`src/alu_defines.svh`:
```
/*
 * ALU execute slice parameters
 * Word, sequence tag and physical register file sizes
 */

`ifndef ALU_DEFINES_SVH
`define ALU_DEFINES_SVH

// --------------------------------------------------
// Datapath
// --------------------------------------------------

`define ALU_XLEN      32  // Data word width
`define ALU_SEQ_BITS  6   // Program order tag

// --------------------------------------------------
// Physical register file
// --------------------------------------------------

`define ALU_NUM_PREGS 64  // Entries, preg 0 hardwired to zero
`define ALU_PREG_BITS 6   // log2 of ALU_NUM_PREGS

`endif

```
`src/alu_pkg.sv`:
```
/*
 * ALU execute slice types
 * Vector typedefs for tagged widths and the micro-op encoding
 */

`include "alu_defines.svh"

package alu_pkg;

  // --------------------------------------------------
  // Vector types
  // --------------------------------------------------

  typedef logic [`ALU_XLEN-1:0]      word_t;      // Data word
  typedef logic [`ALU_SEQ_BITS-1:0]  seq_num_t;   // Program order tag
  typedef logic [4:0]                arch_addr_t; // Architectural dest
  typedef logic [`ALU_PREG_BITS-1:0] preg_t;      // Physical register

  // --------------------------------------------------
  // Micro-ops handled by the integer slice
  // --------------------------------------------------

  typedef enum logic [3:0] {
    OP_ADD  = 4'd0,
    OP_SUB  = 4'd1,
    OP_AND  = 4'd2,
    OP_OR   = 4'd3,
    OP_XOR  = 4'd4,
    OP_SLL  = 4'd5,  // Shifts use op2[4:0]
    OP_SRL  = 4'd6,
    OP_SRA  = 4'd7,  // Arithmetic right
    OP_SLT  = 4'd8,  // Signed compare, result 1 or 0
    OP_SLTU = 4'd9   // Unsigned compare
  } alu_uop_t;

endpackage

```
`src/alu_writeback.sv`:
```
/*
 * ALU writeback stage
 * Commit register, physical register file and its read ports
 */

`timescale 1ns/1ps
`include "alu_defines.svh"

module alu_writeback (
  input  logic                 clk,
  input  logic                 rst,
  // From execute
  input  logic                 x_val,
  output logic                 x_rdy,
  input  alu_pkg::word_t       x_pc,
  input  alu_pkg::seq_num_t    x_seq_num,
  input  alu_pkg::arch_addr_t  x_waddr,
  input  alu_pkg::preg_t       x_preg,
  input  alu_pkg::preg_t       x_ppreg,
  input  alu_pkg::word_t       x_wdata,
  // Commit port
  output logic                 commit_val,
  input  logic                 commit_rdy,
  output alu_pkg::word_t       commit_pc,
  output alu_pkg::seq_num_t    commit_seq_num,
  output alu_pkg::arch_addr_t  commit_waddr,
  output alu_pkg::preg_t       commit_preg,
  output alu_pkg::preg_t       commit_ppreg,
  output alu_pkg::word_t       commit_data,
  // Register file read and scoreboard strobe
  input  alu_pkg::preg_t       rf_raddr1,
  input  alu_pkg::preg_t       rf_raddr2,
  output alu_pkg::word_t       rf_rdata1,
  output alu_pkg::word_t       rf_rdata2,
  output logic                 wb_val,
  output alu_pkg::preg_t       wb_preg
);
  import alu_pkg::*;

  word_t rf [`ALU_NUM_PREGS];         // Physical register file
  logic  x_xfer;
  logic  commit_xfer;

  // --------------------------------------------------
  // Commit register
  // --------------------------------------------------

  assign x_xfer      = x_val & x_rdy;
  assign commit_xfer = commit_val & commit_rdy;
  assign x_rdy       = commit_rdy | ~commit_val;

  always_ff @(posedge clk) begin
    if (rst) begin
      commit_val <= 1'b0;
    end else if (x_xfer) begin
      commit_val <= 1'b1;
    end else if (commit_xfer) begin
      commit_val <= 1'b0;
    end
  end

  always_ff @(posedge clk) begin
    if (x_xfer) begin
      commit_pc      <= x_pc;
      commit_seq_num <= x_seq_num;
      commit_waddr   <= x_waddr;
      commit_preg    <= x_preg;
      commit_ppreg   <= x_ppreg;
      commit_data    <= x_wdata;
    end
  end

  // --------------------------------------------------
  // Register file
  // --------------------------------------------------

  // Written on the commit edge, preg 0 stays zero
  always_ff @(posedge clk) begin
    if (rst) begin
      for (int i = 0; i < `ALU_NUM_PREGS; i++) begin
        rf[i] <= '0;
      end
    end else if (commit_xfer && commit_preg != '0) begin
      rf[commit_preg] <= commit_data;
    end
  end

  assign rf_rdata1 = rf[rf_raddr1];   // Async reads for dispatch
  assign rf_rdata2 = rf[rf_raddr2];

  // Scoreboard clear, same edge as the file write
  assign wb_val  = commit_xfer & (commit_preg != '0);
  assign wb_preg = commit_preg;

  // --------------------------------------------------
  // Checks
  // --------------------------------------------------

  a_commit_hold: assert property (@(posedge clk) disable iff (rst)
    commit_val && !commit_rdy |=> commit_val
      && $stable(commit_pc) && $stable(commit_seq_num)
      && $stable(commit_waddr) && $stable(commit_preg)
      && $stable(commit_ppreg) && $stable(commit_data))
    else $error("writeback: commit outputs changed under stall");

endmodule
```
`config.mk`:
```
export PLATFORM = sky130hd
export DESIGN_NAME = alu_writeback
export DESIGN_NICKNAME = d
export VERILOG_FILES = /design/src/alu_pkg.sv /design/src/alu_writeback.sv
export VERILOG_INCLUDE_DIRS = /design/src /design/src/src
export SDC_FILE = /design/constraint.sdc
export NUM_CORES = 2
export LEC_CHECK = 0
export BUFFER_PORTS_ARGS = -buffer_cell sky130_fd_sc_hd__buf_2
export CAP_MARGIN = 10
export CORE_AREA = 2 2 370 646
export CTS_CLUSTER_DIAMETER = 40
export DETAILED_ROUTE_END_ITERATION = 8
export DIE_AREA = 0 0 372 648
export HOLD_SLACK_MARGIN = 0.12
export PLACE_DENSITY = 0.76
export SLEW_MARGIN = 20
export SYNTH_ARGS = -nofsm -noshare
export SYNTH_HDL_FRONTEND = slang
export SYNTH_SLANG_ARGS = --single-unit
```
`constraint.sdc`:
```
create_clock -name clk -period 2.9 [get_ports clk]
set_input_delay 0.145 -clock clk [delete_from_list [all_inputs] [get_ports clk]]
set_output_delay 0.145 -clock clk [all_outputs]
set_load 0.01 [all_outputs]
```
==> results_dict.tcl <==
set metrics [dict create \
    outcome "finished with violations" \
    violations "negative setup slack" \
    relSlewSlack_pct 29.53 \
    async_flop_share_pct 0 \
    critPathCaptureType "primary output" \
    synth-edff-count 2135 \
    syn_area_per_cell_sq_um 15.50 \
    cts_buffer_depth 4 \
    syn_area_sq_mm 0.1102 \
    setup_ws_ns -0.3516 \
    dr.pass1.iters 8 \
    grt_pass1_vias 76100 \
    antenna_found_initial 26 \
    mostFrequentLayoutCell "edfxtp_1" \
    initialDrtViolationCount 12780 \
    grt_pass1_wl_um 613800 \
    dp_cells 10570 \
    core_sq_mm 0.2359 \
    layout_common_cells "2135 x edfxtp_1, 2021 x and2_1, 1024 x mux4_2, 575 x buf_4, 237 x buf_2" \
    initial_core_util_pct 46.71 \
    cts-buffers-inserted 221 \
    hold_path.class "input port to register" \
    max_freq_mhz 307.5 \
    area_delta_synth_final_pct 20.49 \
    ir_worst_vdd_uv 499.1 \
    port_buffers 262 \
    grt-ovfl-total 0 \
    antenna_left 0 \
    gp_congestion 1.058 \
    synth_warnings 0 \
    wire_per_inst_um 40.65 \
    setup_viol 55 \
    layout_min_cycle_time_ns 3.252 \
    ys_top_cells_by_area "edfxtp_1 58%, mux4_2 21%, and2_1 11%" \
    crit_required_ns 2.76 \
    p_per_area_mw_per_mm2 568.2 \
    viasPerCell 6.856 \
    seq_area_frac_synth_pct 58.20 \
    start_kind "register" \
    skew_ns 0.07252 \
    cts_tree "yes" \
    grt.total_usage_pct 37.47 \
    drive_above_1_share_pct 36.35 \
    ys_ff_latch 2136 \
    whs_ns 0.4469 \
    fillers 17810 \
    rows 236 \
    rsz0062_at_grt "yes" \
    final_core_util_pct 56.27 \
    drv_cap 0 \
    ios 263 \
    yosysUniqueCellTypes 43 \
    period_share_pct 112.1 \
    grt_max_degree 96 \
    path_class "register to primary output" \
    dieArea_sq_mm 0.2411 \
    dpl.hpwl_um 295900 \
    yosysTopAreaCellShare_pct 58.18 \
    slew_violations 0 \
    critPathMaxFanout 2 \
    instances_no_fill 11130 \
    syn_inst 7107 \
    ys.flop_type "edfxtp_1" \
    cts_root_buf "clkbuf_16" \
    die_x_um 372 \
    worstMarginPinSlew_ns 1.057 \
    synth_largest_area_cell "edfxtp_1" \
    clk_pin_slew_ns 0.07 \
    cp.arrival_ns 3.11 \
    hold_violations 0 \
    drc 0 \
    h-tree-depth 4 \
    nNetsFinal 7945 \
    vias 76280 \
    drt-total-wl_um 452200 \
    clk_latency_ns 0.90 \
    fp.dieH_um 648 \
    cts_sinks 2136 \
    p_leak_nw 48.27 \
]
-- final cells by class --
type / instances / area (sq um) / area share (%)
clock buffer: 247 / 5692 / 4.287
tap: 3094 / 3871 / 2.916
clock inverter: 155 / 1546 / 1.165
timing repair buffer: 1239 / 11580 / 8.723
sequential: 2136 / 64130 / 48.30
antenna: 10 / 25.02 / 0.01885
inverter: 2 / 7.507 / 0.005654
multi-input combinational: 4242 / 45910 / 34.58
-- final timing paths --
kind	from	endpoint	slack [ns]	cells past startpoint
worst min-delay path	rst	rf[0][31]	0.45	3
worst max-delay path	rf[13][10]	rf_rdata2[10]	-0.35	9
worst max register to register	commit_val	rf[35][13]	0.19	7
worst min register to register	commit_data[18]	rf[51][18]	0.85	2
-- timing repair --
action                                  4_1_cts  5_1_grt
hold buffers                                180        0
endpoints found under the setup margin       64       58
pin swaps                                   119       77
endpoints found under the hold margin       161        0
cloned                                        0        0
buffers inserted                             17       11
resized for setup                           449       91
-- flip-flops by register name, indices dropped and copies added (netlist names) --
name and cells:
rf 2048, commit_data 32, commit_pc 32, commit_ppreg 6, commit_preg 6, commit_seq_num 6
commit_waddr 5, commit_val 1
-- where the power goes --
part	leakage [nW]	total, mW	switching, mW	internal, mW
Combinational	22.6	10.6	6.44	4.17
Sequential	22.2	35.5	0.592	35.0
Clock	3.53	29.3	13.1	16.2
Total	48.3	75.4	20.1	55.4
-- cells by family (layout without fill, tap and decap cells) --
group / after synthesis / in the layout / share of synthesized area, %
AO/OA/AOI/OAI: 560 / 560 / 3.456
buffers and inverters: 760 / 1643 / 2.961
flip-flops: 2136 / 2136 / 58.20
multiplexers: 1089 / 1089 / 21.54
other: 1 / 42 / 0.003403
AND/OR/NAND/NOR: 2561 / 2561 / 13.84
-- routing by layer --
layer | up-vias | routed length (um) | track usage [%]
met1 | 38720 | 129600 | 40.16
met2 | 6692 | 211800 | 59.29
met4 | 2 | 56790 | 36.31
met3 | 1911 | 53920 | 9.990
li1 | 28950 | - | -
met5 | - | 16 | 0
-- critical path, cell delays in order, from the launching register on --
cell,delay (ns)
edfxtp_1,0.41
mux4_2,0.48
mux2i_1,0.17
buf_6,0.22
nand2_2,0.12
a32oi_2,0.25
buf_4,0.17
a221oi_2,0.04
buf_4,0.22
buf_6,0.12
-- cells in the mapped netlist (19+ instances only) --
| master | instances |
|---|---|
| a22oi_1 | 48 |
| o22a_1 | 37 |
| a21oi_1 | 43 |
| nor2_1 | 142 |
| mux4_2 | 1024 |
| nand2_1 | 135 |
| nand3_1 | 24 |
| edfxtp_1 | 2135 |
| nor4_1 | 45 |
| o221ai_1 | 40 |
| buf_4 | 58 |
| buf_1 | 28 |
| and2_1 | 2022 |
| mux2_2 | 19 |
| a211oi_1 | 20 |
| nor3_1 | 54 |
| buf_2 | 94 |
| nor2b_1 | 33 |
| o22ai_1 | 258 |
| mux2i_1 | 46 |
| clkbuf_1 | 568 |
| or2_2 | 71 |
| o21ai_0 | 35 |
-- metrics by stage --
stage / setup TNS, ns / area (sq um) / total power, mW / worst slack, ns
after floorplan: 0 / 110300 / 40.40 / 0.5555
after global placement: -6.596 / 120800 / 45.33 / -0.5470
after detailed placement: -5.640 / 120800 / 45.51 / -0.4422
after CTS: -4.232 / 132200 / 74.83 / -0.2779
after global routing: -5.787 / 132700 / 76.47 / -0.4071
final: -6.005 / 132800 / 75.44 / -0.3516
Power figures use the tool's default switching activity.
