## config.mk

```make
export PLATFORM = sky130hd
export DESIGN_NAME = alu_dispatch
export DESIGN_NICKNAME = d
export VERILOG_FILES = /design/src/alu_pkg.sv /design/src/alu_dispatch.sv
export VERILOG_INCLUDE_DIRS = /design/src /design/src/src
export SDC_FILE = /design/constraint.sdc
export NUM_CORES = 1
export LEC_CHECK = 0
export ABC_AREA = 1
export BUFFER_PORTS_ARGS = -buffer_cell sky130_fd_sc_hd__buf_2
export CAP_MARGIN = 0
export CORE_MARGIN = 3
export CORE_UTILIZATION = 45
export CTS_CLUSTER_DIAMETER = 150
export DETAILED_ROUTE_END_ITERATION = 16
export PLACE_DENSITY_LB_ADDON = 0.05
export SETUP_SLACK_MARGIN = 0.15
export SLEW_MARGIN = 5
export SYNTH_ARGS = -nofsm -noshare
export SYNTH_HDL_FRONTEND = slang
export SYNTH_SLANG_ARGS = --single-unit
```

## constraint.sdc

```tcl
create_clock -name clk -period 7.7 [get_ports clk]
set_input_delay 0.385 -clock clk [delete_from_list [all_inputs] [get_ports clk]]
set_output_delay 0.385 -clock clk [all_outputs]
set_load 0.03 [all_outputs]
```

## src/alu_defines.svh

```systemverilog
/*
 * ALU execute slice parameters
 * Word, sequence tag and physical register file sizes
 */

`ifndef ALU_DEFINES_SVH
`define ALU_DEFINES_SVH

// --------------------------------------------------
// Datapath
// --------------------------------------------------

`define ALU_XLEN      32  // Data word width
`define ALU_SEQ_BITS  6   // Program order tag

// --------------------------------------------------
// Physical register file
// --------------------------------------------------

`define ALU_NUM_PREGS 64  // Entries, preg 0 hardwired to zero
`define ALU_PREG_BITS 6   // log2 of ALU_NUM_PREGS

`endif

```

## src/alu_pkg.sv

```systemverilog
/*
 * ALU execute slice types
 * Vector typedefs for tagged widths and the micro-op encoding
 */

`include "alu_defines.svh"

package alu_pkg;

  // --------------------------------------------------
  // Vector types
  // --------------------------------------------------

  typedef logic [`ALU_XLEN-1:0]      word_t;      // Data word
  typedef logic [`ALU_SEQ_BITS-1:0]  seq_num_t;   // Program order tag
  typedef logic [4:0]                arch_addr_t; // Architectural dest
  typedef logic [`ALU_PREG_BITS-1:0] preg_t;      // Physical register

  // --------------------------------------------------
  // Micro-ops handled by the integer slice
  // --------------------------------------------------

  typedef enum logic [3:0] {
    OP_ADD  = 4'd0,
    OP_SUB  = 4'd1,
    OP_AND  = 4'd2,
    OP_OR   = 4'd3,
    OP_XOR  = 4'd4,
    OP_SLL  = 4'd5,  // Shifts use op2[4:0]
    OP_SRL  = 4'd6,
    OP_SRA  = 4'd7,  // Arithmetic right
    OP_SLT  = 4'd8,  // Signed compare, result 1 or 0
    OP_SLTU = 4'd9   // Unsigned compare
  } alu_uop_t;

endpackage

```

## src/alu_dispatch.sv

```systemverilog
/*
 * ALU dispatch stage
 * Holds issue until both sources are ready, reads operands
 * from the register file and latches them into the issue register
 */

`timescale 1ns/1ps
`include "alu_defines.svh"

module alu_dispatch (
  input  logic                 clk,
  input  logic                 rst,
  // Issue port
  input  logic                 issue_val,
  output logic                 issue_rdy,
  input  alu_pkg::word_t       issue_pc,
  input  alu_pkg::seq_num_t    issue_seq_num,
  input  alu_pkg::alu_uop_t    issue_uop,
  input  alu_pkg::preg_t       issue_src1,
  input  alu_pkg::preg_t       issue_src2,
  input  logic                 issue_use_imm,
  input  alu_pkg::word_t       issue_imm,
  input  alu_pkg::arch_addr_t  issue_waddr,
  input  alu_pkg::preg_t       issue_preg,
  input  alu_pkg::preg_t       issue_ppreg,
  // To execute
  output logic                 d_val,
  input  logic                 d_rdy,
  output alu_pkg::word_t       d_pc,
  output alu_pkg::seq_num_t    d_seq_num,
  output alu_pkg::alu_uop_t    d_uop,
  output alu_pkg::word_t       d_op1,
  output alu_pkg::word_t       d_op2,
  output alu_pkg::arch_addr_t  d_waddr,
  output alu_pkg::preg_t       d_preg,
  output alu_pkg::preg_t       d_ppreg,
  // Register file read and writeback strobe
  output alu_pkg::preg_t       rf_raddr1,
  output alu_pkg::preg_t       rf_raddr2,
  input  alu_pkg::word_t       rf_rdata1,
  input  alu_pkg::word_t       rf_rdata2,
  input  logic                 wb_val,
  input  alu_pkg::preg_t       wb_preg
);
  import alu_pkg::*;

  logic [`ALU_NUM_PREGS-1:0] pending;      // One bit per preg
  logic [`ALU_NUM_PREGS-1:0] pending_next;
  logic                      src1_busy;
  logic                      src2_busy;
  logic                      issue_xfer;
  logic                      d_xfer;
  word_t                     op2_sel;

  // --------------------------------------------------
  // Scoreboard
  // --------------------------------------------------

  assign src1_busy  = pending[issue_src1];
  assign src2_busy  = pending[issue_src2] & ~issue_use_imm; // Imm ops skip src2
  assign issue_rdy  = (d_rdy | ~d_val) & ~src1_busy & ~src2_busy;
  assign issue_xfer = issue_val & issue_rdy;
  assign d_xfer     = d_val & d_rdy;

  always_comb begin
    pending_next = pending;
    if (wb_val) begin
      pending_next[wb_preg] = 1'b0;   // Producer has written the file
    end
    // Preg 0 never becomes busy
    if (issue_xfer && issue_preg != '0) begin
      pending_next[issue_preg] = 1'b1;
    end
  end

  always_ff @(posedge clk) begin
    if (rst) begin
      pending <= '0;
    end else begin
      pending <= pending_next;
    end
  end

  // --------------------------------------------------
  // Operand read and issue register
  // --------------------------------------------------

  assign rf_raddr1 = issue_src1;
  assign rf_raddr2 = issue_src2;
  assign op2_sel   = issue_use_imm ? issue_imm : rf_rdata2;

  always_ff @(posedge clk) begin
    if (rst) begin
      d_val <= 1'b0;
    end else if (issue_xfer) begin
      d_val <= 1'b1;
    end else if (d_xfer) begin
      d_val <= 1'b0;                  // Drained, nothing new
    end
  end

  // Payload, no reset
  always_ff @(posedge clk) begin
    if (issue_xfer) begin
      d_pc      <= issue_pc;
      d_seq_num <= issue_seq_num;
      d_uop     <= issue_uop;
      d_op1     <= rf_rdata1;
      d_op2     <= op2_sel;
      d_waddr   <= issue_waddr;
      d_preg    <= issue_preg;
      d_ppreg   <= issue_ppreg;
    end
  end

  // --------------------------------------------------
  // Checks
  // --------------------------------------------------

  // A second writer in flight would clear the bit early
  a_dest_free: assert property (@(posedge clk) disable iff (rst)
    issue_xfer && issue_preg != '0 |-> !pending[issue_preg])
    else $error("dispatch: destination p%0d already pending", issue_preg);

  a_wb_pending: assert property (@(posedge clk) disable iff (rst)
    wb_val |-> pending[wb_preg])
    else $error("dispatch: writeback to idle p%0d", wb_preg);

endmodule

```

==> results of run 1 <==
[cell usage in the layout, fill, tap and decap left out, types with 3 or more instances in the layout]
master      netlist  layout
a21oi_1          64      64
buf_2            14     315
buf_4            16       8
clkbuf_16         0      17
clkinvlp_4        0       4
dfxtp_1          65      65
diode_2           0       4
edfxtp_1        123     123
inv_1            35      35
inv_2             3       3
inv_6             0       5
inv_8             0       3
nand2_1         261     261
nand3_1         170     170
nor2_1           15      15
nor3_1           23      22
o21ai_0          65      65
o21ai_1           3       3
[power by group through the flow]
stage               sequential, mW  combinational (mW)  clock (mW)
global placement              1.17               0.343           0
finish                        1.15               0.346       0.863
CTS                           1.15               0.347       0.875
floorplan                     1.27               0.126           0
global route                  1.15               0.372       0.917
detailed placement            1.17               0.346           0
[per-layer routing]
layer  track usage, %  vias to the layer above  part of all wire, %
met1             35.1                     3590                   41
met2             44.2                      342                   49
met3             4.88                       29                  7.6
li1                 -                     3638                    -
met5                0                        -                    0
met4             7.09                        0                  1.6
[sequential cells by signal (all words and copies together) (netlist names)]
register	cells
d_ppreg	6
d_op1	32
d_seq_num	6
pending	64
d_val	1
d_waddr	5
d_uop	4
d_op2	32
d_pc	32
d_preg	6
[kinds of logic (layout without fill, tap and decap cells)]
kind of cell	count (synthesis)	after routing	synth area share (%)
AO/OA/AOI/OAI	134	134	8.23
other	0	4	0
AND/OR/NAND/NOR	471	471	24.6
flip-flops	188	188	60.9
buffers and inverters	95	394	6.24
[synth_stat cells, types with 3 or more instances]
cell | number | area share, %
a21oi_1 | 64 | 3.9
buf_2 | 14 | 0.85
buf_4 | 16 | 1.5
buf_6 | 10 | 1.4
clkbuf_1 | 16 | 0.73
dfxtp_1 | 65 | 16
edfxtp_1 | 123 | 45
inv_1 | 35 | 1.6
inv_2 | 3 | 0.14
nand2_1 | 261 | 12
nand3_1 | 170 | 10
nor2_1 | 15 | 0.69
nor3_1 | 23 | 1.4
o21ai_0 | 65 | 4.0
o21ai_1 | 3 | 0.18
[per-stage QoR]
stage	hold slack, ps	setup slack (ps)	util (%)
final	119	4280	59.0
after global routing	103	3870	59.0
after CTS	106	4310	58.9
after detailed placement	476	3880	55.7
after global placement	473	3920	55.6
after floorplan	441	4310	-
[cell type report]
class	instances	area share (%)
inverters	39	1.44
clock buffers	17	4.11
well taps	225	2.72
multi-input cells	605	26.1
diodes	4	0.0967
clock inverters	15	1.46
flip-flops and latches	188	48.3
repair buffers	323	15.8
[path summary, 6_finish.rpt]
path | slack, ps | startpoint | endpoint
setup / recovery | 4280 | issue_src1[0] | pending[45]$_SDFF_PP0_
hold / removal | 120 | issue_pc[17] | d_pc[17]$_DFFE_PP_
setup reg to reg | 4820 | pending[19]$_SDFF_PP0_ | pending[45]$_SDFF_PP0_
hold reg to reg | 490 | pending[0]$_SDFF_PP0_ | pending[0]$_SDFF_PP0_
==> results.json, run 1 <==
{
  "status": "complete, no violations",
  "fin_crit_ps": 3420,
  "grt_max_degree": 77,
  "ys.warnings.count": 0,
  "cp_cell_sequence": "buf_2 -> inv_2 -> nand2_1 -> nand3_1 -> nand3_1 -> nand2_1 -> nand2_1 -> nand3_1 -> nand3_1 -> nand2_1 -> nor2_1 -> nand2_1 -> nor2_4 -> buf_4 -> buf_4 -> nand3_1 -> a21oi_1",
  "async_flop_share_pct": 0,
  "finalHoldViolations": 0,
  "slew_headroom_pct": 19.9,
  "synth_area_per_cell_um2": 9.23,
  "grt_overflow": 0,
  "switching_share_pct": 28.5,
  "port_buffers": 315,
  "worst-setup-path-type": "primary input to flop",
  "tns_ps": 0,
  "synth-main-ff-cell": "edfxtp_1",
  "maxSlewViolCount": 0,
  "power_frac_comb_pct": 14.7,
  "dp.cells": 1380,
  "fin_crit_sh_pct": 44.5,
  "r2r.worst_path.cells": 15,
  "routabilityCongestion": 0.889,
  "grt_pass1_vias": 7019,
  "synth_cells": 888,
  "io_pins": 316,
  "p_sw_mw": 0.672,
  "grt_pass1_wl_um": 40700,
  "multi_input_area_mm2": 0.00270,
  "p_int_mw": 1.69,
  "syn-cell-area_mm2": 0.00820,
  "crit_fanout": 66,
  "p_clk_share_pct": 36.6,
  "regArea_mm2": 0.00499,
  "syn-num-nets": 1067,
  "worstMarginPinSlew_ps": 1190,
  "chipWidth_um": 141,
  "crit_family": "buffers and inverters",
  "htree_levels": 4,
  "p_per_area_mw_per_mm2": 228,
  "worst-path-buf-inv": 4,
  "max_stage_delay_ps": 680,
  "drt_first_pass_iters": 5,
  "hold_path_class": "primary input to flop",
  "cts-root-buf": "clkbuf_16",
  "antenna_found_initial": 3,
  "synth.ff_latch_count": 188,
  "cts_buffers": 17,
  "routed_via_density": 5.37,
  "synth_edf_count": 123,
  "post_cts_resize_count": 0,
  "rows": 48,
  "die_h_um": 141,
  "rsz0062_at_grt": "no",
  "p_seq_share_pct": 48.7,
  "drc_errors": 0,
  "dpl.hpwl_um": 19800,
  "routed-via-count": 7599,
  "ys_seq_area_share_pct": 60.9,
  "core_mm2": 0.0175,
  "finClkSkew_ps": 12.3,
  "detail-route-antenna-nets": 0,
  "post_dp_cell_area_mm2": 0.00976,
  "nets": 1353,
  "critPathLaunchType": "primary input",
  "p_leak_nw": 4.30,
  "grt_usage_pct": 26.3,
  "ys_types": 20,
  "hold_depth": 1,
  "fmax_mhz": 292,
  "setup_viol": 0,
  "worst_ep_required_time_ps": 8060,
  "wl_um": 26600,
  "clkLatencyLatePin_ps": 430,
  "start_util_pct": 46.7,
  "cap_violations": 0,
  "cts_tree": "done",
  "post-cts-setup-buffer-count": 0,
  "initialDrtViolationCount": 611,
  "final_cells": 1416,
  "slowest_stage": "buf_4",
  "n_fill_cell": 1611,
  "crit_cells": 17,
  "clockBufferDepth": 2,
  "crit_path_end_kind": "flop",
  "vdd_drop_max_mv": 0.243,
  "fin_area_mm2": 0.0103,
  "dieArea_mm2": 0.0199,
  "total_power_mw": 2.36,
  "cts.clk_slew.worst_paths_ps": 80,
  "wire_per_inst_um": 18.8,
  "crit_arrival_ps": 3780,
  "area_growth_pct": 26.3,
  "clock_sinks": 188,
  "holdBufCountCts": 0,
  "drive_gt1_share_pct": 30.4
}
Power figures use the tool's default switching activity.
==> inputs of run 2 (changes only) <==
- clock period: 7.7 -> 3.4 ns (I/O delays scaled with it)
==> run 2 against run 1 <==
- combinational power grew to 2.6 times the previous value
- highest routed layer unchanged
- power is 130% higher
- utilization is 6.4 points higher
- register-to-register slack worse by 3600 ps
- sequential share of layout area is 4.7 points lower
- routed wire length is 6.3% higher
==> results.json, run 2 (same netlist as run 1, synthesis figures left out) <==
{
  "initialDrtViolationCount": 676,
  "p_per_area_mw_per_mm2": 483,
  "layout_commonest_cell": "buf_2",
  "status": "complete, no violations",
  "drc_errors": 0,
  "antenna_found_initial": 2,
  "grt_max_degree": 97,
  "clkLatencyLatePin_ps": 440,
  "hold_depth": 3,
  "crit_arrival_ps": 2470,
  "htree_levels": 4,
  "worst-setup-path-type": "primary input to flop",
  "crit_fanout": 96,
  "post-cts-setup-buffer-count": 0,
  "vdd_drop_max_mv": 0.356,
  "port_buffers": 315,
  "final_cells": 1522,
  "cap_violations": 0,
  "detail-route-antenna-nets": 0,
  "drt_first_pass_iters": 5,
  "cts_buffers": 17,
  "routed-via-count": 7988,
  "fmax_mhz": 417,
  "largest-register": "pending",
  "core_mm2": 0.0175,
  "finalHoldViolations": 0,
  "wire_per_inst_um": 18.6,
  "cpMostUsedCell": "nand2_1",
  "dieArea_mm2": 0.0199,
  "layout.cells.most_common_list": "315 x buf_2, 261 x nand2_1, 170 x nand3_1",
  "die_h_um": 141,
  "fin_crit_ps": 2400,
  "nets": 1461,
  "crit_path_end_kind": "flop",
  "rows": 48,
  "p_leak_nw": 4.78,
  "slew_headroom_pct": 14.1,
  "cp_cell_sequence": "buf_2 -> inv_2 -> nand2_1 -> nand3_1 -> nand3_1 -> nand2_1 -> nand2_1 -> nand3_1 -> nand3_1 -> nand2_1 -> nor2_1 -> nand2_1 -> nor2_4 -> buf_12",
  "hold_path_class": "primary input to flop",
  "largest_reg_flops": 64,
  "area_growth_pct": 39.9,
  "clock_sinks": 188,
  "grt_pass1_wl_um": 43200,
  "io_pins": 316,
  "cts-root-buf": "clkbuf_16",
  "dp.cells": 1380,
  "max_stage_delay_ps": 440,
  "cts.clk_slew.worst_paths_ps": 70,
  "wl_um": 28300,
  "r2r_setup_slack_ps": 1230,
  "routed_via_density": 5.25,
  "chipWidth_um": 141,
  "fin_crit_sh_pct": 70.6,
  "maxSlewViolCount": 0,
  "slowest_stage": "buf_2",
  "routabilityCongestion": 0.881,
  "setup_viol": 0,
  "dpl.hpwl_um": 19700,
  "n_fill_cell": 1486,
  "drive_gt1_share_pct": 27.8,
  "cts_tree": "done",
  "clockBufferDepth": 2,
  "grt_usage_pct": 27.9,
  "worst_ep_required_time_ps": 3470,
  "finalCoreUtilization_pct": 65.4,
  "worstMarginPinSlew_ps": 1280,
  "grt_pass1_vias": 7688,
  "finClkSkew_ps": 23.9,
  "critPathLaunchType": "primary input",
  "r2r.worst_path.cells": 12,
  "grt_overflow": 0,
  "rsz0062_at_grt": "no",
  "start_util_pct": 46.7,
  "tns_ps": 0
}
run 2: changes by cell type in the layout (fill, tap and decap cells not counted):
cell           previous run  this run
buf_12                    0         2
buf_4                     8         6
clkinv_4                  1         4
clkinv_8                  0         1
clkinvlp_2                1         0
clkinvlp_4                4         2
diode_2                   4         2
dlygate4sd3_1             0       108
inv_6                     5         1
inv_8                     3         6
nor3_1                   22        23
nor3_2                    1         0
run 2: area by class of cell:
type | count | area, µm² | share of cell area [%]
timing repair buffer | 431 | 2740 | 23.9
inverter | 39 | 149 | 1.30
clock inverter | 15 | 173 | 1.51
multi-input combinational | 605 | 2690 | 23.5
sequential | 188 | 4990 | 43.6
clock buffer | 17 | 425 | 3.71
antenna | 2 | 5.00 | 0.0437
tap | 225 | 282 | 2.46
run 2: report_power, final:
group | internal (mW) | total [mW] | switching [mW]
clock | 1.05 | 2.03 | 0.975
combinational | 0.297 | 0.899 | 0.602
sequential | 2.57 | 2.60 | 0.0311
total | 3.92 | 5.53 | 1.61
run 2: stage by stage:
step / cell area (µm²) / power [mW] / hold slack, ps / setup WS, ps
2_1_floorplan: 8200 / 3.16 / 269 / 223
3_3_place_gp: 9780 / 3.43 / 346 / 619
4_1_cts: 11500 / 5.53 / 0.101 / 1020
5_1_grt: 11500 / 5.71 / 11.0 / 584
3_5_place_dp: 9780 / 3.44 / 348 / 569
6_report: 11500 / 5.53 / 9.50 / 1000
run 2: critical path, delay by kind of cell:
| family | cells | cell delay (ps) |
|---|---|---|
| buffers and inverters | 3 | 1220 |
| AND/OR/NAND/NOR | 11 | 1000 |
run 2: layer usage:
metal  up-vias  track usage (%)  share of wire [%]
li1       3844                -                  -
met1      3768             36.7                 40
met2       346             47.2                 50
met3        30             5.05                8.0
met4         0             8.62                1.7
met5         -                0                  0
run 2: timing repair:
action | CTS | global route
gates resized for setup | 0 | 0
endpoints found under the hold margin | 106 | 0
hold buffers | 108 | 0
setup endpoints to repair | 0 | 0
run 2: worst paths after layout:
kind,from,endpoint
min reg2reg,pending[13]$_SDFF_PP0_,pending[13]$_SDFF_PP0_
max reg2reg,pending[16]$_SDFF_PP0_,d_pc[27]$_DFFE_PP_
max,issue_src1[0],d_pc[27]$_DFFE_PP_
min,rf_rdata2[7],d_op2[7]$_DFFE_PP_
==> inputs of run 3 (changes only) <==
- CORE_UTILIZATION: 45 -> 44
- clock period: 3.4 -> 2 ns (I/O delays scaled with it)
==> run 3 against run 2 <==
- routed wire length increased by 8.6%
- largest cell class unchanged
- worst setup slack got worse by 970 ps
- first-iteration DRC count increased by 8.0%
- via count grew 6.5%
- critical path type is now flop to flop
- combinational power is 100% higher
- worst hold slack better by 120 ps
- sequential cell count is the same
- power up 75%
- highest routed layer unchanged
- die area is 2.2% higher
==> results.json, run 3 (same netlist as run 1, synthesis figures left out) <==
{
  "status": "complete, no violations",
  "reg2reg_from": "pending[57]$_SDFF_PP0_",
  "dieArea_mm2": 0.0203,
  "grt_max_degree": 66,
  "largest_reg_flops": 64,
  "finalCoreUtilization_pct": 69.3,
  "worstMarginPinSlew_ps": 705,
  "p_seq_share_pct": 45.7,
  "crit_arrival_ps": 2330,
  "p_leak_nw": 5.29,
  "drive_gt1_share_pct": 33.6,
  "worst-setup-path-type": "flop to flop",
  "hold_depth": 5,
  "dp.cells": 1420,
  "min_to": "pending[28]$_SDFF_PP0_",
  "total_power_mw": 9.66,
  "finClkSkew_ps": 14.7,
  "chipWidth_um": 142,
  "worst_ep_required_time_ps": 2360,
  "fin_crit_sh_pct": 98.4,
  "layout_commonest_cell": "buf_2",
  "grt_overflow": 0,
  "grt_pass1_vias": 8236,
  "cts_buffers": 17,
  "antenna_found_initial": 1,
  "final_cells": 1611,
  "layout.cells.most_common_list": "314 x buf_2, 252 x nand2_1, 158 x nand3_1",
  "largest-register": "pending",
  "clock_sinks": 188,
  "rsz0062_at_grt": "yes",
  "routed_via_density": 5.28,
  "grt_usage_pct": 29.0,
  "routed-via-count": 8511,
  "crit_fanout": 23,
  "clkLatencyLatePin_ps": 440,
  "drc_errors": 0,
  "finalHoldViolations": 0,
  "cts.clk_slew.worst_paths_ps": 80,
  "maxSlewViolCount": 0,
  "start_util_pct": 45.2,
  "power_frac_comb_pct": 19.1,
  "cts-root-buf": "clkbuf_16",
  "die_h_um": 142,
  "dpl.hpwl_um": 20400,
  "rr_endpoint": "pending[59]$_SDFF_PP0_",
  "rows": 49,
  "drt_first_pass_iters": 5,
  "nets": 1546,
  "r2r.worst_path.cells": 13,
  "routabilityCongestion": 0.914,
  "core_mm2": 0.0181,
  "r2r_setup_slack_ps": 30,
  "fmax_mhz": 508,
  "setup_viol": 0,
  "cap_violations": 0,
  "p_int_mw": 6.79,
  "critPathLaunchType": "flop",
  "hold_path_class": "primary input to flop",
  "p_per_area_mw_per_mm2": 768,
  "switching_share_pct": 29.7,
  "slew_headroom_pct": 53.0,
  "p_sw_mw": 2.87,
  "area_growth_pct": 53.5,
  "port_buffers": 315,
  "vdd_drop_max_mv": 0.571,
  "post-cts-setup-buffer-count": 0,
  "wire_per_inst_um": 19.1,
  "cts_tree": "done",
  "clockBufferDepth": 2,
  "fin_crit_ps": 1970,
  "wl_um": 30700,
  "grt_pass1_wl_um": 45700,
  "p_clk_share_pct": 35.2,
  "detail-route-antenna-nets": 0,
  "io_pins": 316,
  "hp-start": "wb_preg[0]",
  "initialDrtViolationCount": 730,
  "crit_path_end_kind": "flop",
  "htree_levels": 4
}
-- run 3: changes by cell type in the layout (fill, tap and decap cells not counted), sizes merged --
cell / before / now
clkinv: 5 / 4
clkbuf: 17 / 19
bufinv: 1 / 0
buf: 323 / 359
inv: 46 / 49
dlygate4sd3: 108 / 156
clkinvlp: 2 / 0
-- run 3: worst max-delay path by stage --
stage / start / end / slack, ps / cells after the start
4_1_cts: pending[19]$_SDFF_PP0_ / pending[59]$_SDFF_PP0_ / 30 / 15
5_1_grt: pending[27]$_SDFF_PP0_ / pending[59]$_SDFF_PP0_ / -130 / 15
3_5_place_dp: issue_src1[1] / pending[13]$_SDFF_PP0_ / -170 / 15
3_3_place_gp: issue_src1[1] / pending[13]$_SDFF_PP0_ / -190 / 16
2_1_floorplan: issue_src1[0] / d_op1[0]$_DFFE_PP_ / 60 / 15
6_report: pending[57]$_SDFF_PP0_ / pending[59]$_SDFF_PP0_ / 30 / 13
-- run 3: repair_timing --
item,CTS,global route
gates resized for setup,28,47
pin swaps,9,5
hold endpoints to repair,124,0
gates cloned,0,1
setup endpoints to repair,185,188
hold buffers,156,0
-- run 3: power groups by stage --
stage / logic, mW / registers (mW) / clock network (mW)
finish: 1.84 / 4.42 / 3.40
global route: 1.95 / 4.43 / 3.60
CTS: 1.79 / 4.42 / 3.44
detailed placement: 1.50 / 4.51 / 0
global placement: 1.50 / 4.50 / 0
floorplan: 0.518 / 4.88 / 0
-- run 3: layout make-up --
| class | instances | area, µm² |
|---|---|---|
| fillers | 1444 | 5570 |
| inverters | 39 | 159 |
| multi-input cells | 605 | 2790 |
| repair buffers | 516 | 3690 |
| flip-flops and latches | 188 | 5060 |
| clock inverters | 14 | 158 |
| well taps | 229 | 287 |
| clock buffers | 18 | 429 |
| diodes | 2 | 5.00 |
-- run 3: routing by layer --
metal	track usage [%]	routed length (µm)	part of all wire, %
met5	0	0	0
met4	9.40	854	2.8
met3	5.88	2540	8.3
met2	50.3	15500	51
met1	36.3	11800	38
-- run 3: worst max-delay path, cell delays in order (launching register included) --
cell	delay [ps]
dfxtp_2	350
o21ai_1	170
o22ai_2	90
nor2_1	110
nor2_1	70
nor2_1	100
nor2_1	50
nor2_2	120
nand2_2	80
nor2_4	170
buf_12	190
buf_12	170
nand3_1	100
a21oi_2	130
-- run 3: metrics by stage --
stage	setup TNS (ps)	hold WS, ps	area (µm²)	setup WS [ps]
floorplan	0	199	8300	61.9
global placement	-29140	276	10200	-190
detailed placement	-24380	278	10200	-169
CTS	0	120	12400	32.8
global route	-10920	163	12600	-133
finish	0	129	12600	32.1
