--- src/alu_defines.svh ---
/*
 * ALU execute slice parameters
 * Word, sequence tag and physical register file sizes
 */

`ifndef ALU_DEFINES_SVH
`define ALU_DEFINES_SVH

// --------------------------------------------------
// Datapath
// --------------------------------------------------

`define ALU_XLEN      32  // Data word width
`define ALU_SEQ_BITS  6   // Program order tag

// --------------------------------------------------
// Physical register file
// --------------------------------------------------

`define ALU_NUM_PREGS 64  // Entries, preg 0 hardwired to zero
`define ALU_PREG_BITS 6   // log2 of ALU_NUM_PREGS

`endif

--- src/alu_pkg.sv ---
/*
 * ALU execute slice types
 * Vector typedefs for tagged widths and the micro-op encoding
 */

`include "alu_defines.svh"

package alu_pkg;

  // --------------------------------------------------
  // Vector types
  // --------------------------------------------------

  typedef logic [`ALU_XLEN-1:0]      word_t;      // Data word
  typedef logic [`ALU_SEQ_BITS-1:0]  seq_num_t;   // Program order tag
  typedef logic [4:0]                arch_addr_t; // Architectural dest
  typedef logic [`ALU_PREG_BITS-1:0] preg_t;      // Physical register

  // --------------------------------------------------
  // Micro-ops handled by the integer slice
  // --------------------------------------------------

  typedef enum logic [3:0] {
    OP_ADD  = 4'd0,
    OP_SUB  = 4'd1,
    OP_AND  = 4'd2,
    OP_OR   = 4'd3,
    OP_XOR  = 4'd4,
    OP_SLL  = 4'd5,  // Shifts use op2[4:0]
    OP_SRL  = 4'd6,
    OP_SRA  = 4'd7,  // Arithmetic right
    OP_SLT  = 4'd8,  // Signed compare, result 1 or 0
    OP_SLTU = 4'd9   // Unsigned compare
  } alu_uop_t;

endpackage

--- src/alu_execute.sv ---
/*
 * ALU execute stage
 * One-entry register holding a dispatched op, with the
 * combinational ALU driving the writeback result
 */

`timescale 1ns/1ps

module alu_execute (
  input  logic                 clk,
  input  logic                 rst,
  // From dispatch
  input  logic                 d_val,
  output logic                 d_rdy,
  input  alu_pkg::word_t       d_pc,
  input  alu_pkg::seq_num_t    d_seq_num,
  input  alu_pkg::alu_uop_t    d_uop,
  input  alu_pkg::word_t       d_op1,
  input  alu_pkg::word_t       d_op2,
  input  alu_pkg::arch_addr_t  d_waddr,
  input  alu_pkg::preg_t       d_preg,
  input  alu_pkg::preg_t       d_ppreg,
  // To writeback
  output logic                 x_val,
  input  logic                 x_rdy,
  output alu_pkg::word_t       x_pc,
  output alu_pkg::seq_num_t    x_seq_num,
  output alu_pkg::arch_addr_t  x_waddr,
  output alu_pkg::preg_t       x_preg,
  output alu_pkg::preg_t       x_ppreg,
  output alu_pkg::word_t       x_wdata
);
  import alu_pkg::*;

  alu_uop_t   uop_q;
  word_t      op1_q;
  word_t      op2_q;
  logic       d_xfer;
  logic       x_xfer;
  logic [4:0] shamt;
  logic       lt_signed;
  logic       lt_unsigned;

  // --------------------------------------------------
  // Stage register
  // --------------------------------------------------

  assign d_xfer = d_val & d_rdy;
  assign x_xfer = x_val & x_rdy;
  assign d_rdy  = x_rdy | ~x_val;     // Take a new op when empty or draining

  always_ff @(posedge clk) begin
    if (rst) begin
      x_val <= 1'b0;
    end else if (d_xfer) begin
      x_val <= 1'b1;
    end else if (x_xfer) begin
      x_val <= 1'b0;
    end
  end

  always_ff @(posedge clk) begin
    if (d_xfer) begin
      x_pc      <= d_pc;
      x_seq_num <= d_seq_num;
      uop_q     <= d_uop;
      op1_q     <= d_op1;
      op2_q     <= d_op2;
      x_waddr   <= d_waddr;
      x_preg    <= d_preg;
      x_ppreg   <= d_ppreg;
    end
  end

  // --------------------------------------------------
  // ALU
  // --------------------------------------------------

  assign shamt       = op2_q[4:0];    // RV32 shift amount
  assign lt_signed   = $signed(op1_q) < $signed(op2_q);
  assign lt_unsigned = op1_q < op2_q;

  always_comb begin
    case (uop_q)
      OP_ADD:  x_wdata = op1_q + op2_q;
      OP_SUB:  x_wdata = op1_q - op2_q;
      OP_AND:  x_wdata = op1_q & op2_q;
      OP_OR:   x_wdata = op1_q | op2_q;
      OP_XOR:  x_wdata = op1_q ^ op2_q;
      OP_SLL:  x_wdata = op1_q << shamt;
      OP_SRL:  x_wdata = op1_q >> shamt;
      OP_SRA:  x_wdata = word_t'($signed(op1_q) >>> shamt); // Sign fill
      OP_SLT:  x_wdata = word_t'(lt_signed);                // Zero extended
      OP_SLTU: x_wdata = word_t'(lt_unsigned);
      default: x_wdata = '0;
    endcase
  end

  // --------------------------------------------------
  // Checks
  // --------------------------------------------------

  // Covers encodings that arrive through dispatch unchecked
  a_uop_legal: assert property (@(posedge clk) disable iff (rst)
    x_val |-> !$isunknown(uop_q) && uop_q inside {OP_ADD, OP_SUB, OP_AND,
      OP_OR, OP_XOR, OP_SLL, OP_SRL, OP_SRA, OP_SLT, OP_SLTU})
    else $error("execute: undefined micro-op %0d", uop_q);

endmodule

--- config.mk ---
export PLATFORM = sky130hd
export DESIGN_NAME = alu_execute
export DESIGN_NICKNAME = d
export VERILOG_FILES = /design/src/alu_pkg.sv /design/src/alu_execute.sv
export VERILOG_INCLUDE_DIRS = /design/src /design/src/src
export SDC_FILE = /design/constraint.sdc
export NUM_CORES = 1
export LEC_CHECK = 0
export BUFFER_PORTS_ARGS = -buffer_cell sky130_fd_sc_hd__buf_2
export CORE_MARGIN = 8
export CORE_UTILIZATION = 35
export CTS_BUF_LIST = sky130_fd_sc_hd__clkbuf_4 sky130_fd_sc_hd__clkbuf_8
export CTS_CLUSTER_DIAMETER = 100
export DETAILED_ROUTE_END_ITERATION = 12
export PLACE_DENSITY = 0.62
export SETUP_SLACK_MARGIN = 0.2
export SKIP_CTS_REPAIR_TIMING = 1
export SKIP_LAST_GASP = 1
export SLEW_MARGIN = 20
export SYNTH_ARGS = -nofsm -noshare
export SYNTH_HDL_FRONTEND = slang
export SYNTH_SLANG_ARGS = --single-unit
--- constraint.sdc ---
create_clock -name clk -period 7.6 [get_ports clk]
set_clock_uncertainty 0.15 [all_clocks]
set_input_delay 0.76 -clock clk [delete_from_list [all_inputs] [get_ports clk]]
set_output_delay 0.76 -clock clk [all_outputs]
set_load 0.01 [all_outputs]
==> summary.md, run 1 <==
| Metric | Value |
|---|---|
| Initial antenna violation count | `2` |
| Total GRT Usage | `23.2%` |
| Vias per std cell | `5.84` |
| Cell variety after synth | `72` |
| Global placement routability congestion | `0.995` |
| Status | `finished, final reports clean` |
| Post-synth top area share | `31.9%` |
| DR pass1 iterations | `6` |
| Routed wire per std cell | `23.9 um` |
| Unrepaired setup endpoints after global routing | `no` |
| Nature of the critical path endpoint | `output port` |
| Clock Tree Root | `clkbuf_8` |
| Max-slew violations | `0` |
| Leakage power | `5.69 nW` |
| Initial Util | `35.6%` |
| Gate power share | `34.3%` |
| Core area | `32,500 sq um` |
| Worst slew pin tran | `1.04 ns` |
| WS Path Type | `flip-flop to output port` |
| Worst EP arrival | `5.21 ns` |
| Slew HR | `28.7%` |
| Critical-path cell list | `buf_4 -> clkinv_1 -> buf_4 -> ha_1 -> nor2_1 -> a221oi_1 -> nand3_1 -> a211oi_1 -> o21ai_1 -> a31oi_1 -> a21oi_1 -> a311oi_1 -> nor2b_1 -> a311o_1 -> buf_2` |
| Post-Syn Instances | `1,327` |
| Via count | `11,300` |
| Ports | `216` |
| Clk_lat worst skew | `0.48 ns` |
| Register area share after synthesis | `32.1%` |
| Post-Route Hold Slack | `0.275 ns` |
| Most frequent cells in the layout | `215 x buf_2, 142 x o21ai_0, 123 x nor2_1, 123 x edfxtp_1, 111 x nand2_1` |
| WP buf/inv | `4` |
| N_diodes | `0` |
| Period utilization | `80.5%` |
| Net Sw Frac | `36.6%` |
| Layout fillers | `3,342` |
| Dpl cells | `1,912` |
| Syn_area_per_cell | `8.73 sq um` |
| Detail Route Antenna Nets | `0` |
| Worst Hold Class | `primary input to flip-flop` |
| Cell Count, Final, Fillers Out | `1,944` |
| Clock network power share | `27.0%` |
| Crit path time final | `6.12 ns` |
| Vias in the first global route | `11,100` |
| Setup crit start kind | `flip-flop` |
| TritonCTS Buffers | `17` |
| Syn_nets | `1,554` |
| Remaining DRCs | `0` |
| Slowest Stage Delay on Critical Path | `0.60 ns` |
| Reg power frac | `38.7%` |
| Internal Pwr Total | `0.00137 W` |
| H-tree levels | `4` |
| Commonest non-fill, non-tap cell in the layout | `buf_2` |
| Final design instance area without fill | `13,400 sq um` |
| Post-synth EDFFs | `123` |
| Top FF cell, synth | `edfxtp_1` |
| Max FO, Critical Path | `38` |
| Die outline width | `198 um` |
| Final number of hold-violating endpoints | `0` |
| Yosys top cell by area | `edfxtp_1` |
| 1st-iter DRT viols | `1,393` |
| #FFs+latches synth | `124` |
| Total power | `0.00217 W` |
| DRT Wirelength | `46,500 um` |
| Port bufs | `215` |
| GR Overflow Total | `0` |
| Synth-to-layout area growth | `15.6%` |
| DIE AREA | `39,200 sq um` |
| Fmax | `0.163 GHz` |
| Critical Path RT | `6.69 ns` |
| Die Y | `198 um` |
| Final Setup Violations | `0` |
| TritonCTS clock tree | `yes` |
| Yosys warning count | `0` |
| CP delay by family, top | `compound AO/OA/AOI/OAI gates` |
| Worst-path clk slew | `0.07 ns` |
| Ranking of synthesized cells by area | `edfxtp_1 32%, ha_1 11%, o21ai_0 6.1%` |
| Clock Tree Buf Depth | `2` |
| Share of layout cells above drive strength 1 | `21.0%` |
| Area post-placement | `13,000 sq um` |
| Maximum number of pins on one net before global-route repair | `79` |
| Nets | `1,716` |
| # rows | `66` |
| Max_cap viols | `0` |
| Crit-path slowest cell | `a211oi_1` |
| VDD IR max | `0.190 mV` |
| Mapped cell area | `11,600 sq um` |
| First-pass GRT wire length | `69,500 um` |
| PwrDens | `162 nW/um^2` |
| CTS sink count | `124` |
| Hpwl dp | `35,500 um` |
| Most used cell, CP | `buf_4` |
| FFs w/ async S/R, synth | `0%` |
| TNS Setup | `0 ns` |
| Net Sw Power | `0.000793 W` |
==> worst register-to-register path: stages (launching register included) <==
cell      delay (ns)
dfxtp_1         0.32
nand2b_1        0.10
and2_4          0.68
buf_4           0.75
==> power groups by stage <==
| stage | Combinational (W) | Clock [W] | Sequential [W] |
|---|---|---|---|
| floorplan | 0.000466 | 0 | 0.000852 |
| global placement | 0.000728 | 0 | 0.000851 |
| detailed placement | 0.000726 | 0 | 0.000852 |
| CTS | 0.000729 | 0.000606 | 0.000838 |
| global route | 0.000802 | 0.000629 | 0.000843 |
| finish | 0.000743 | 0.000586 | 0.000838 |
==> kinds of logic after synthesis <==
group                      Yosys count  synth area share, %
buffers and inverters              195                 6.59
muxes                               87                 9.85
DFF                                124                 32.1
adders and majority gates          100                 10.9
xor gates and xnor gates            28                 2.12
and+or+nand+nor                    343                 13.2
AOI/OAI and AO/OA                  450                 25.2
==> cell type report <==
type	instances	area, sq um	area share (%)
clock buffer	21	264	1.97
clock inverter	11	121	0.906
inverter	99	372	2.77
multi-input combinational	1008	7110	53.1
sequential	124	3710	27.7
tap	442	553	4.13
timing repair buffer	239	1260	9.38
==> layer usage <==
layer / vias up / routed length [um] / share of wire (%) / GRT usage (%)
li1: 5252 / - / - / -
met2: 626 / 20700 / 45 / 35.7
met1: 5388 / 20500 / 44 / 31.9
met5: - / 8 / 0.017 / 0
met4: 2 / 1300 / 2.8 / 7.74
met3: 79 / 3920 / 8.4 / 5.18
==> flip-flops by register name (all words and copies together) (netlist names) <==
signal and flops:
op1_q 32, x_seq_num 6, x_pc 32, x_preg 6
x_val 1, op2_q 32, x_waddr 5, x_ppreg 6
uop_q 4
==> final timing paths <==
kind / startpoint / endpoint / slack, ns / cells after the start
max: op2_q[4] / x_wdata[31] / 1.48 / 15
min: rst / x_val / 0.27 / 2
max reg2reg: x_val / op2_q[4] / 5.18 / 3
min reg2reg: x_val / x_val / 0.38 / 2
==> cells in the mapped netlist, types with 9 or more instances <==
master,number
a2111oi_0,11
a211oi_1,26
a21o_1,10
a21oi_1,94
a221oi_1,15
a31oi_1,12
and3_1,10
buf_1,10
buf_2,16
clkbuf_1,68
edfxtp_1,123
ha_1,98
inv_1,96
mux2i_1,60
mux4_2,21
nand2_1,111
nand2b_1,11
nand3_1,11
nor2_1,123
nor3_1,30
o211ai_1,25
o21ai_0,142
o21bai_1,14
o221ai_1,12
o311ai_0,9
or3_1,9
xnor2_1,20
==> metrics by stage <==
step           utilization, %  worst slack (ns)
6_report                 41.2              1.48
5_1_grt                  41.2              1.24
4_1_cts                  41.2              1.55
3_5_place_dp             40.0              2.10
3_3_place_gp             40.0              2.19
2_1_floorplan               -              2.51
No activity file was read; power rests on OpenSTA's default activity.
==> inputs of run 2 (changes only) <==
ABC_AREA = 1   (was not set)
PLACE_DENSITY = 0.61   (was 0.62)
clock period = 6 ns   (was 7.6 ns; I/O delays follow)
==> summary.md, run 2 <==
| Metric | Value |
|---|---|
| Top FF cell, synth | `edfxtp_1` |
| WS Path Type | `flip-flop to output port` |
| Routed wire per std cell | `21.6 um` |
| Period utilization | `71.6%` |
| H-tree levels | `4` |
| Net Sw Power | `0.00122 W` |
| Post-Syn Instances | `2,220` |
| Syn_nets | `2,447` |
| Initial antenna violation count | `0` |
| Total GRT Usage | `26.2%` |
| Final Setup Violations | `0` |
| Post-synth top cells | `721 x nand2_1, 423 x nand3_1, 286 x inv_1, 163 x nor2_1, 123 x edfxtp_1` |
| Ports | `216` |
| Gate power share | `37.6%` |
| Post-synth top area share | `26.8%` |
| Max-slew violations | `0` |
| Leakage power | `8.00 nW` |
| GR Overflow Total | `0` |
| Final worst slack | `1.71 ns` |
| Reg power frac | `36.6%` |
| Register area share after synthesis | `27.0%` |
| Synth-to-layout area growth | `12.8%` |
| #FFs+latches synth | `124` |
| PwrDens | `187 nW/um^2` |
| Die Y | `214 um` |
| 1st-iter DRT viols | `1,762` |
| Most frequent cells in the layout | `721 x nand2_1, 423 x nand3_1, 285 x inv_1, 215 x buf_2, 163 x nor2_1` |
| Clock Tree Root | `clkbuf_8` |
| N_diodes | `0` |
| Crit-path slowest cell | `edfxtp_1` |
| DIE AREA | `45,900 sq um` |
| Port bufs | `215` |
| Critical-path cell list | `inv_1 -> ha_1 -> nand2_1 -> nor2_1 -> nand3_1 -> nand3_1 -> nand2_1 -> nand3_1 -> nand2_1 -> nor2_1 -> a21oi_1 -> nand2_1 -> buf_2` |
| Top Registers | `op1_q (32), op2_q (32), x_pc (32)` |
| Initial Util | `35.5%` |
| Worst slew pin tran | `1.02 ns` |
| First-pass GRT wire length | `93,000 um` |
| Maximum number of pins on one net before global-route repair | `75` |
| # rows | `72` |
| VDD IR max | `0.149 mV` |
| Die outline width | `214 um` |
| Slowest Stage Delay on Critical Path | `0.52 ns` |
| Worst R2R Setup Slack | `3.81 ns` |
| Nature of the critical path endpoint | `output port` |
| Most used cell, CP | `nand2_1` |
| Internal Pwr Total | `0.00168 W` |
| Final number of hold-violating endpoints | `0` |
| Yosys top cell by area | `edfxtp_1` |
| FFs w/ async S/R, synth | `0%` |
| DRT Wirelength | `62,700 um` |
| Worst-path clk slew | `0.08 ns` |
| Setup crit start kind | `flip-flop` |
| Count leader, synth | `nand2_1` |
| Vias in the first global route | `15,500` |
| CTS sink count | `124` |
| Placement Setup Slack | `2.21 ns` |
| Layout fillers | `4,299` |
| Unrepaired setup endpoints after global routing | `no` |
| Detail Route Antenna Nets | `0` |
| Clock Tree Buf Depth | `2` |
| Worst Hold Class | `primary input to flip-flop` |
| Ranking of synthesized cells by area | `edfxtp_1 27%, nand2_1 20%, nand3_1 15%` |
| Yosys warning count | `0` |
| Net Sw Frac | `42.1%` |
| Clk_lat worst skew | `0.47 ns` |
| Clock network power share | `25.7%` |
| Worst EP arrival | `3.54 ns` |
| Share of layout cells above drive strength 1 | `12.1%` |
| Crit path time final | `4.29 ns` |
| Status | `finished, final reports clean` |
| Max_cap viols | `0` |
| Via count | `15,900` |
| Max FO, Critical Path | `9` |
| Global placement routability congestion | `1.01` |
| Critical Path RT | `5.25 ns` |
| Slew HR | `31.6%` |
| Nets | `2,598` |
| Cell variety after synth | `40` |
| Vias per std cell | `5.47` |
| Post-synth EDFFs | `123` |
| TNS Setup | `0 ns` |
| Remaining DRCs | `0` |
| Core area | `38,700 sq um` |
| Hpwl dp | `51,000 um` |
| DR pass1 iterations | `6` |
| Mapped cell area | `13,800 sq um` |
| Syn_area_per_cell | `6.20 sq um` |
| Fmax | `0.233 GHz` |
| TritonCTS clock tree | `yes` |
| TritonCTS Buffers | `17` |
| Commonest non-fill, non-tap cell in the layout | `nand2_1` |
run 2: layer usage:
layer	vias to the layer above	global-route usage, %	wire [um]
met5	-	0	0
met1	7404	34.5	26900
met4	0	11.2	2460
met3	112	4.02	4780
met2	802	42.4	28500
li1	7570	-	-
run 2: worst paths after layout:
kind,startpoint,to,cells past startpoint
worst max-delay path,op1_q[5],x_wdata[17],13
worst min register to register,x_val,x_val,2
worst min-delay path,rst,x_val,2
worst max register to register,x_val,uop_q[3],2
run 2: power by group through the flow:
stage / Combinational [W] / Sequential, W / Clock (W)
2_1_floorplan: 0.000684 / 0.00108 / 0
5_1_grt: 0.00120 / 0.00107 / 0.000803
3_5_place_dp: 0.00107 / 0.00108 / 0
3_3_place_gp: 0.00106 / 0.00108 / 0
4_1_cts: 0.00107 / 0.00106 / 0.000778
6_report: 0.00109 / 0.00106 / 0.000747
run 2: metrics by stage:
| stage | instance area (sq um) | utilization (%) | instances | power [W] | hold WS [ns] |
|---|---|---|---|---|---|
| 2_1_floorplan | 13800 | - | 2220 | 0.00176 | 0.440 |
| 3_3_place_gp | 15100 | 39.1 | 2870 | 0.00214 | 0.359 |
| 3_5_place_dp | 15100 | 39.1 | 2870 | 0.00215 | 0.374 |
| 4_1_cts | 15500 | 40.1 | 2902 | 0.00292 | 0.0886 |
| 5_1_grt | 15500 | 40.1 | 2902 | 0.00308 | 0.0982 |
| 6_report | 15500 | 40.1 | 2902 | 0.00291 | 0.125 |
run 2: kinds of logic (layout without fill, tap and decap cells):
family	Yosys count	count (layout)	synth area share, %
DFF	124	124	27.0
muxes	1	1	0.0728
adders and majority gates	100	100	9.20
and+or+nand+nor	1400	1400	43.7
xor gates and xnor gates	1	1	0.0637
AOI/OAI and AO/OA	201	201	8.56
buffers and inverters	393	557	11.4
run 2: final cells by class:
class | instances | area, sq um | share of cell area [%]
Multi-Input combinational cell | 1703 | 8480 | 54.7
Tap cell | 518 | 648 | 4.18
Clock buffer | 18 | 241 | 1.56
Sequential cell | 124 | 3710 | 23.9
Inverter | 298 | 1120 | 7.21
Clock inverter | 14 | 149 | 0.959
Timing Repair Buffer | 227 | 1170 | 7.51
run 2: critical path: cells and delay by family (launching register included):
family | cells | cell delay, ns
DFF | 1 | 0.52
adders and majority gates | 1 | 0.50
AOI/OAI and AO/OA | 1 | 0.07
and+or+nand+nor | 9 | 1.72
buffers and inverters | 2 | 0.24
==> inputs of run 3 (changes only) <==
ABC_AREA = 0   (was 1)
PLACE_DENSITY = 0.64   (was 0.61)
clock period = 3.9 ns   (was 6 ns; I/O delays follow)
==> summary.md, run 3 (synthesized netlist as in run 1, its figures left out) <==
| Metric | Value |
|---|---|
| Hold_sp | `d_val` |
| VDD IR max | `0.341 mV` |
| DR pass1 iterations | `8` |
| TritonCTS clock tree | `yes` |
| Status | `finished with violations` |
| Fmax | `0.223 GHz` |
| PwrDens | `286 nW/um^2` |
| CTS sink count | `124` |
| Crit path time final | `4.49 ns` |
| Worst EP arrival | `3.95 ns` |
| GR Overflow Total | `0` |
| First-pass GRT wire length | `71,900 um` |
| Worst slew pin tran | `0.795 ns` |
| Clk_lat worst skew | `0.46 ns` |
| Dpl cells | `2,068` |
| Final Setup Violations | `25` |
| Most frequent cells in the layout | `213 x buf_2, 188 x buf_4, 124 x o21ai_0, 124 x dlygate4sd3_1, 123 x edfxtp_1` |
| N_diodes | `0` |
| Nets | `2,013` |
| Max FO, Critical Path | `3` |
| Critical Path RT | `3.36 ns` |
| Failing checks | `setup timing` |
| Clock Tree Buf Depth | `2` |
| Port bufs | `215` |
| WS Path Type | `flip-flop to output port` |
| # rows | `66` |
| Final worst slack | `-0.586 ns` |
| Worst Hold Class | `primary input to flip-flop` |
| 1st-iter DRT viols | `1,575` |
| Detail Route Antenna Nets | `0` |
| Final number of hold-violating endpoints | `0` |
| Worst R2R Setup Slack | `1.88 ns` |
| Cell Count, Final, Fillers Out | `2,241` |
| Nature of the critical path endpoint | `output port` |
| Die Y | `198 um` |
| Commonest non-fill, non-tap cell in the layout | `buf_2` |
| Maximum number of pins on one net before global-route repair | `78` |
| Max-slew violations | `0` |
| Synth-to-layout area growth | `43.0%` |
| Total GRT Usage | `23.9%` |
| Worst R2R Start | `x_val` |
| Slew HR | `47.0%` |
| DRT Wirelength | `50,500 um` |
| TritonCTS Buffers | `17` |
| Clock Tree Root | `clkbuf_8` |
| Core area | `32,500 sq um` |
| Unrepaired setup endpoints after global routing | `yes` |
| Global placement routability congestion | `1.03` |
| Period utilization | `115%` |
| Initial antenna violation count | `1` |
| Hpwl dp | `37,800 um` |
| CP startpoint | `op2_q[0]` |
| Via count | `12,800` |
| Share of layout cells above drive strength 1 | `31.4%` |
| H-tree levels | `4` |
| Initial Util | `35.6%` |
| DIE AREA | `39,200 sq um` |
| Setup crit start kind | `flip-flop` |
| Vias per std cell | `5.72` |
| Routed wire per std cell | `22.6 um` |
| Remaining DRCs | `0` |
| Top Registers | `op1_q (32), op2_q (32), x_pc (32)` |
| Ports | `216` |
| Worst-path clk slew | `0.09 ns` |
| Vias in the first global route | `12,100` |
| Max_cap viols | `0` |
| Final design instance area without fill | `16,600 sq um` |
| Area post-placement | `14,300 sq um` |
| Die outline width | `198 um` |
| Leakage power | `7.13 nW` |
run 3: cell count changes in the layout (fill, tap and decap cells not counted), sizes merged, moves of 26 or more:
cell         change
nand4           -26
dlygate4sd3    +124
mux2i           +59
nor2            -49
nand3          -414
o21ai           +89
buf            +185
inv            -206
nand2          -614
run 3: stage by stage:
step | total power [W] | worst slack, ns | setup TNS [ns] | hold slack [ns] | util (%)
after floorplan | 0.00259 | -0.0859 | -0.0859 | 0.309 | -
after global placement | 0.00326 | -0.217 | -1.26 | 0.367 | 43.9
after detailed placement | 0.00326 | -0.335 | -1.91 | 0.379 | 43.9
after CTS | 0.00449 | -0.887 | -15.70 | -0.106 | 45.1
after global routing | 0.00495 | -0.729 | -11.21 | 0.0273 | 50.9
final | 0.00473 | -0.586 | -7.33 | 0.0481 | 50.9
run 3: final timing paths:
path	end	cells past startpoint
setup / recovery	x_wdata[30]	14
setup reg to reg	op1_q[11]	3
hold / removal	x_val	3
hold reg to reg	x_val	2
run 3: worst max-delay path, cell delays in order, from the launching register on:
cell and delay, ns:
edfxtp_1 0.45, ha_2 0.24, fa_2 0.34, o21ba_4 0.22
or4_4 0.46, a21boi_4 0.19, o311ai_4 0.11, a211oi_2 0.20
buf_4 0.17, a311oi_4 0.11, o41ai_2 0.30, a2111oi_2 0.09
xor2_1 0.18, a211o_1 0.26, buf_2 0.14
run 3: cell type report:
class | instances | area, sq um
Multi-Input combinational cell | 1008 | 7640
Fill cell | 3088 | 16000
Sequential cell | 124 | 3710
Clock inverter | 14 | 166
Timing Repair Buffer | 536 | 3860
Clock buffer | 18 | 241
Inverter | 99 | 380
Tap cell | 442 | 553
run 3: where the power goes:
part           switching, W  internal, W  total [W]
combinational       0.00109     0.000819    0.00191
clock              0.000581     0.000639    0.00122
sequential        0.0000423      0.00156    0.00160
total               0.00171      0.00302    0.00473
run 3: metal layers:
metal | up-vias | GRT usage (%) | part of all wire [%]
li1 | 5847 | - | -
met1 | 6108 | 30.3 | 40
met2 | 734 | 37.6 | 46
met3 | 137 | 5.11 | 9.2
met4 | 2 | 12.6 | 4.8
met5 | - | 0 | 0.020
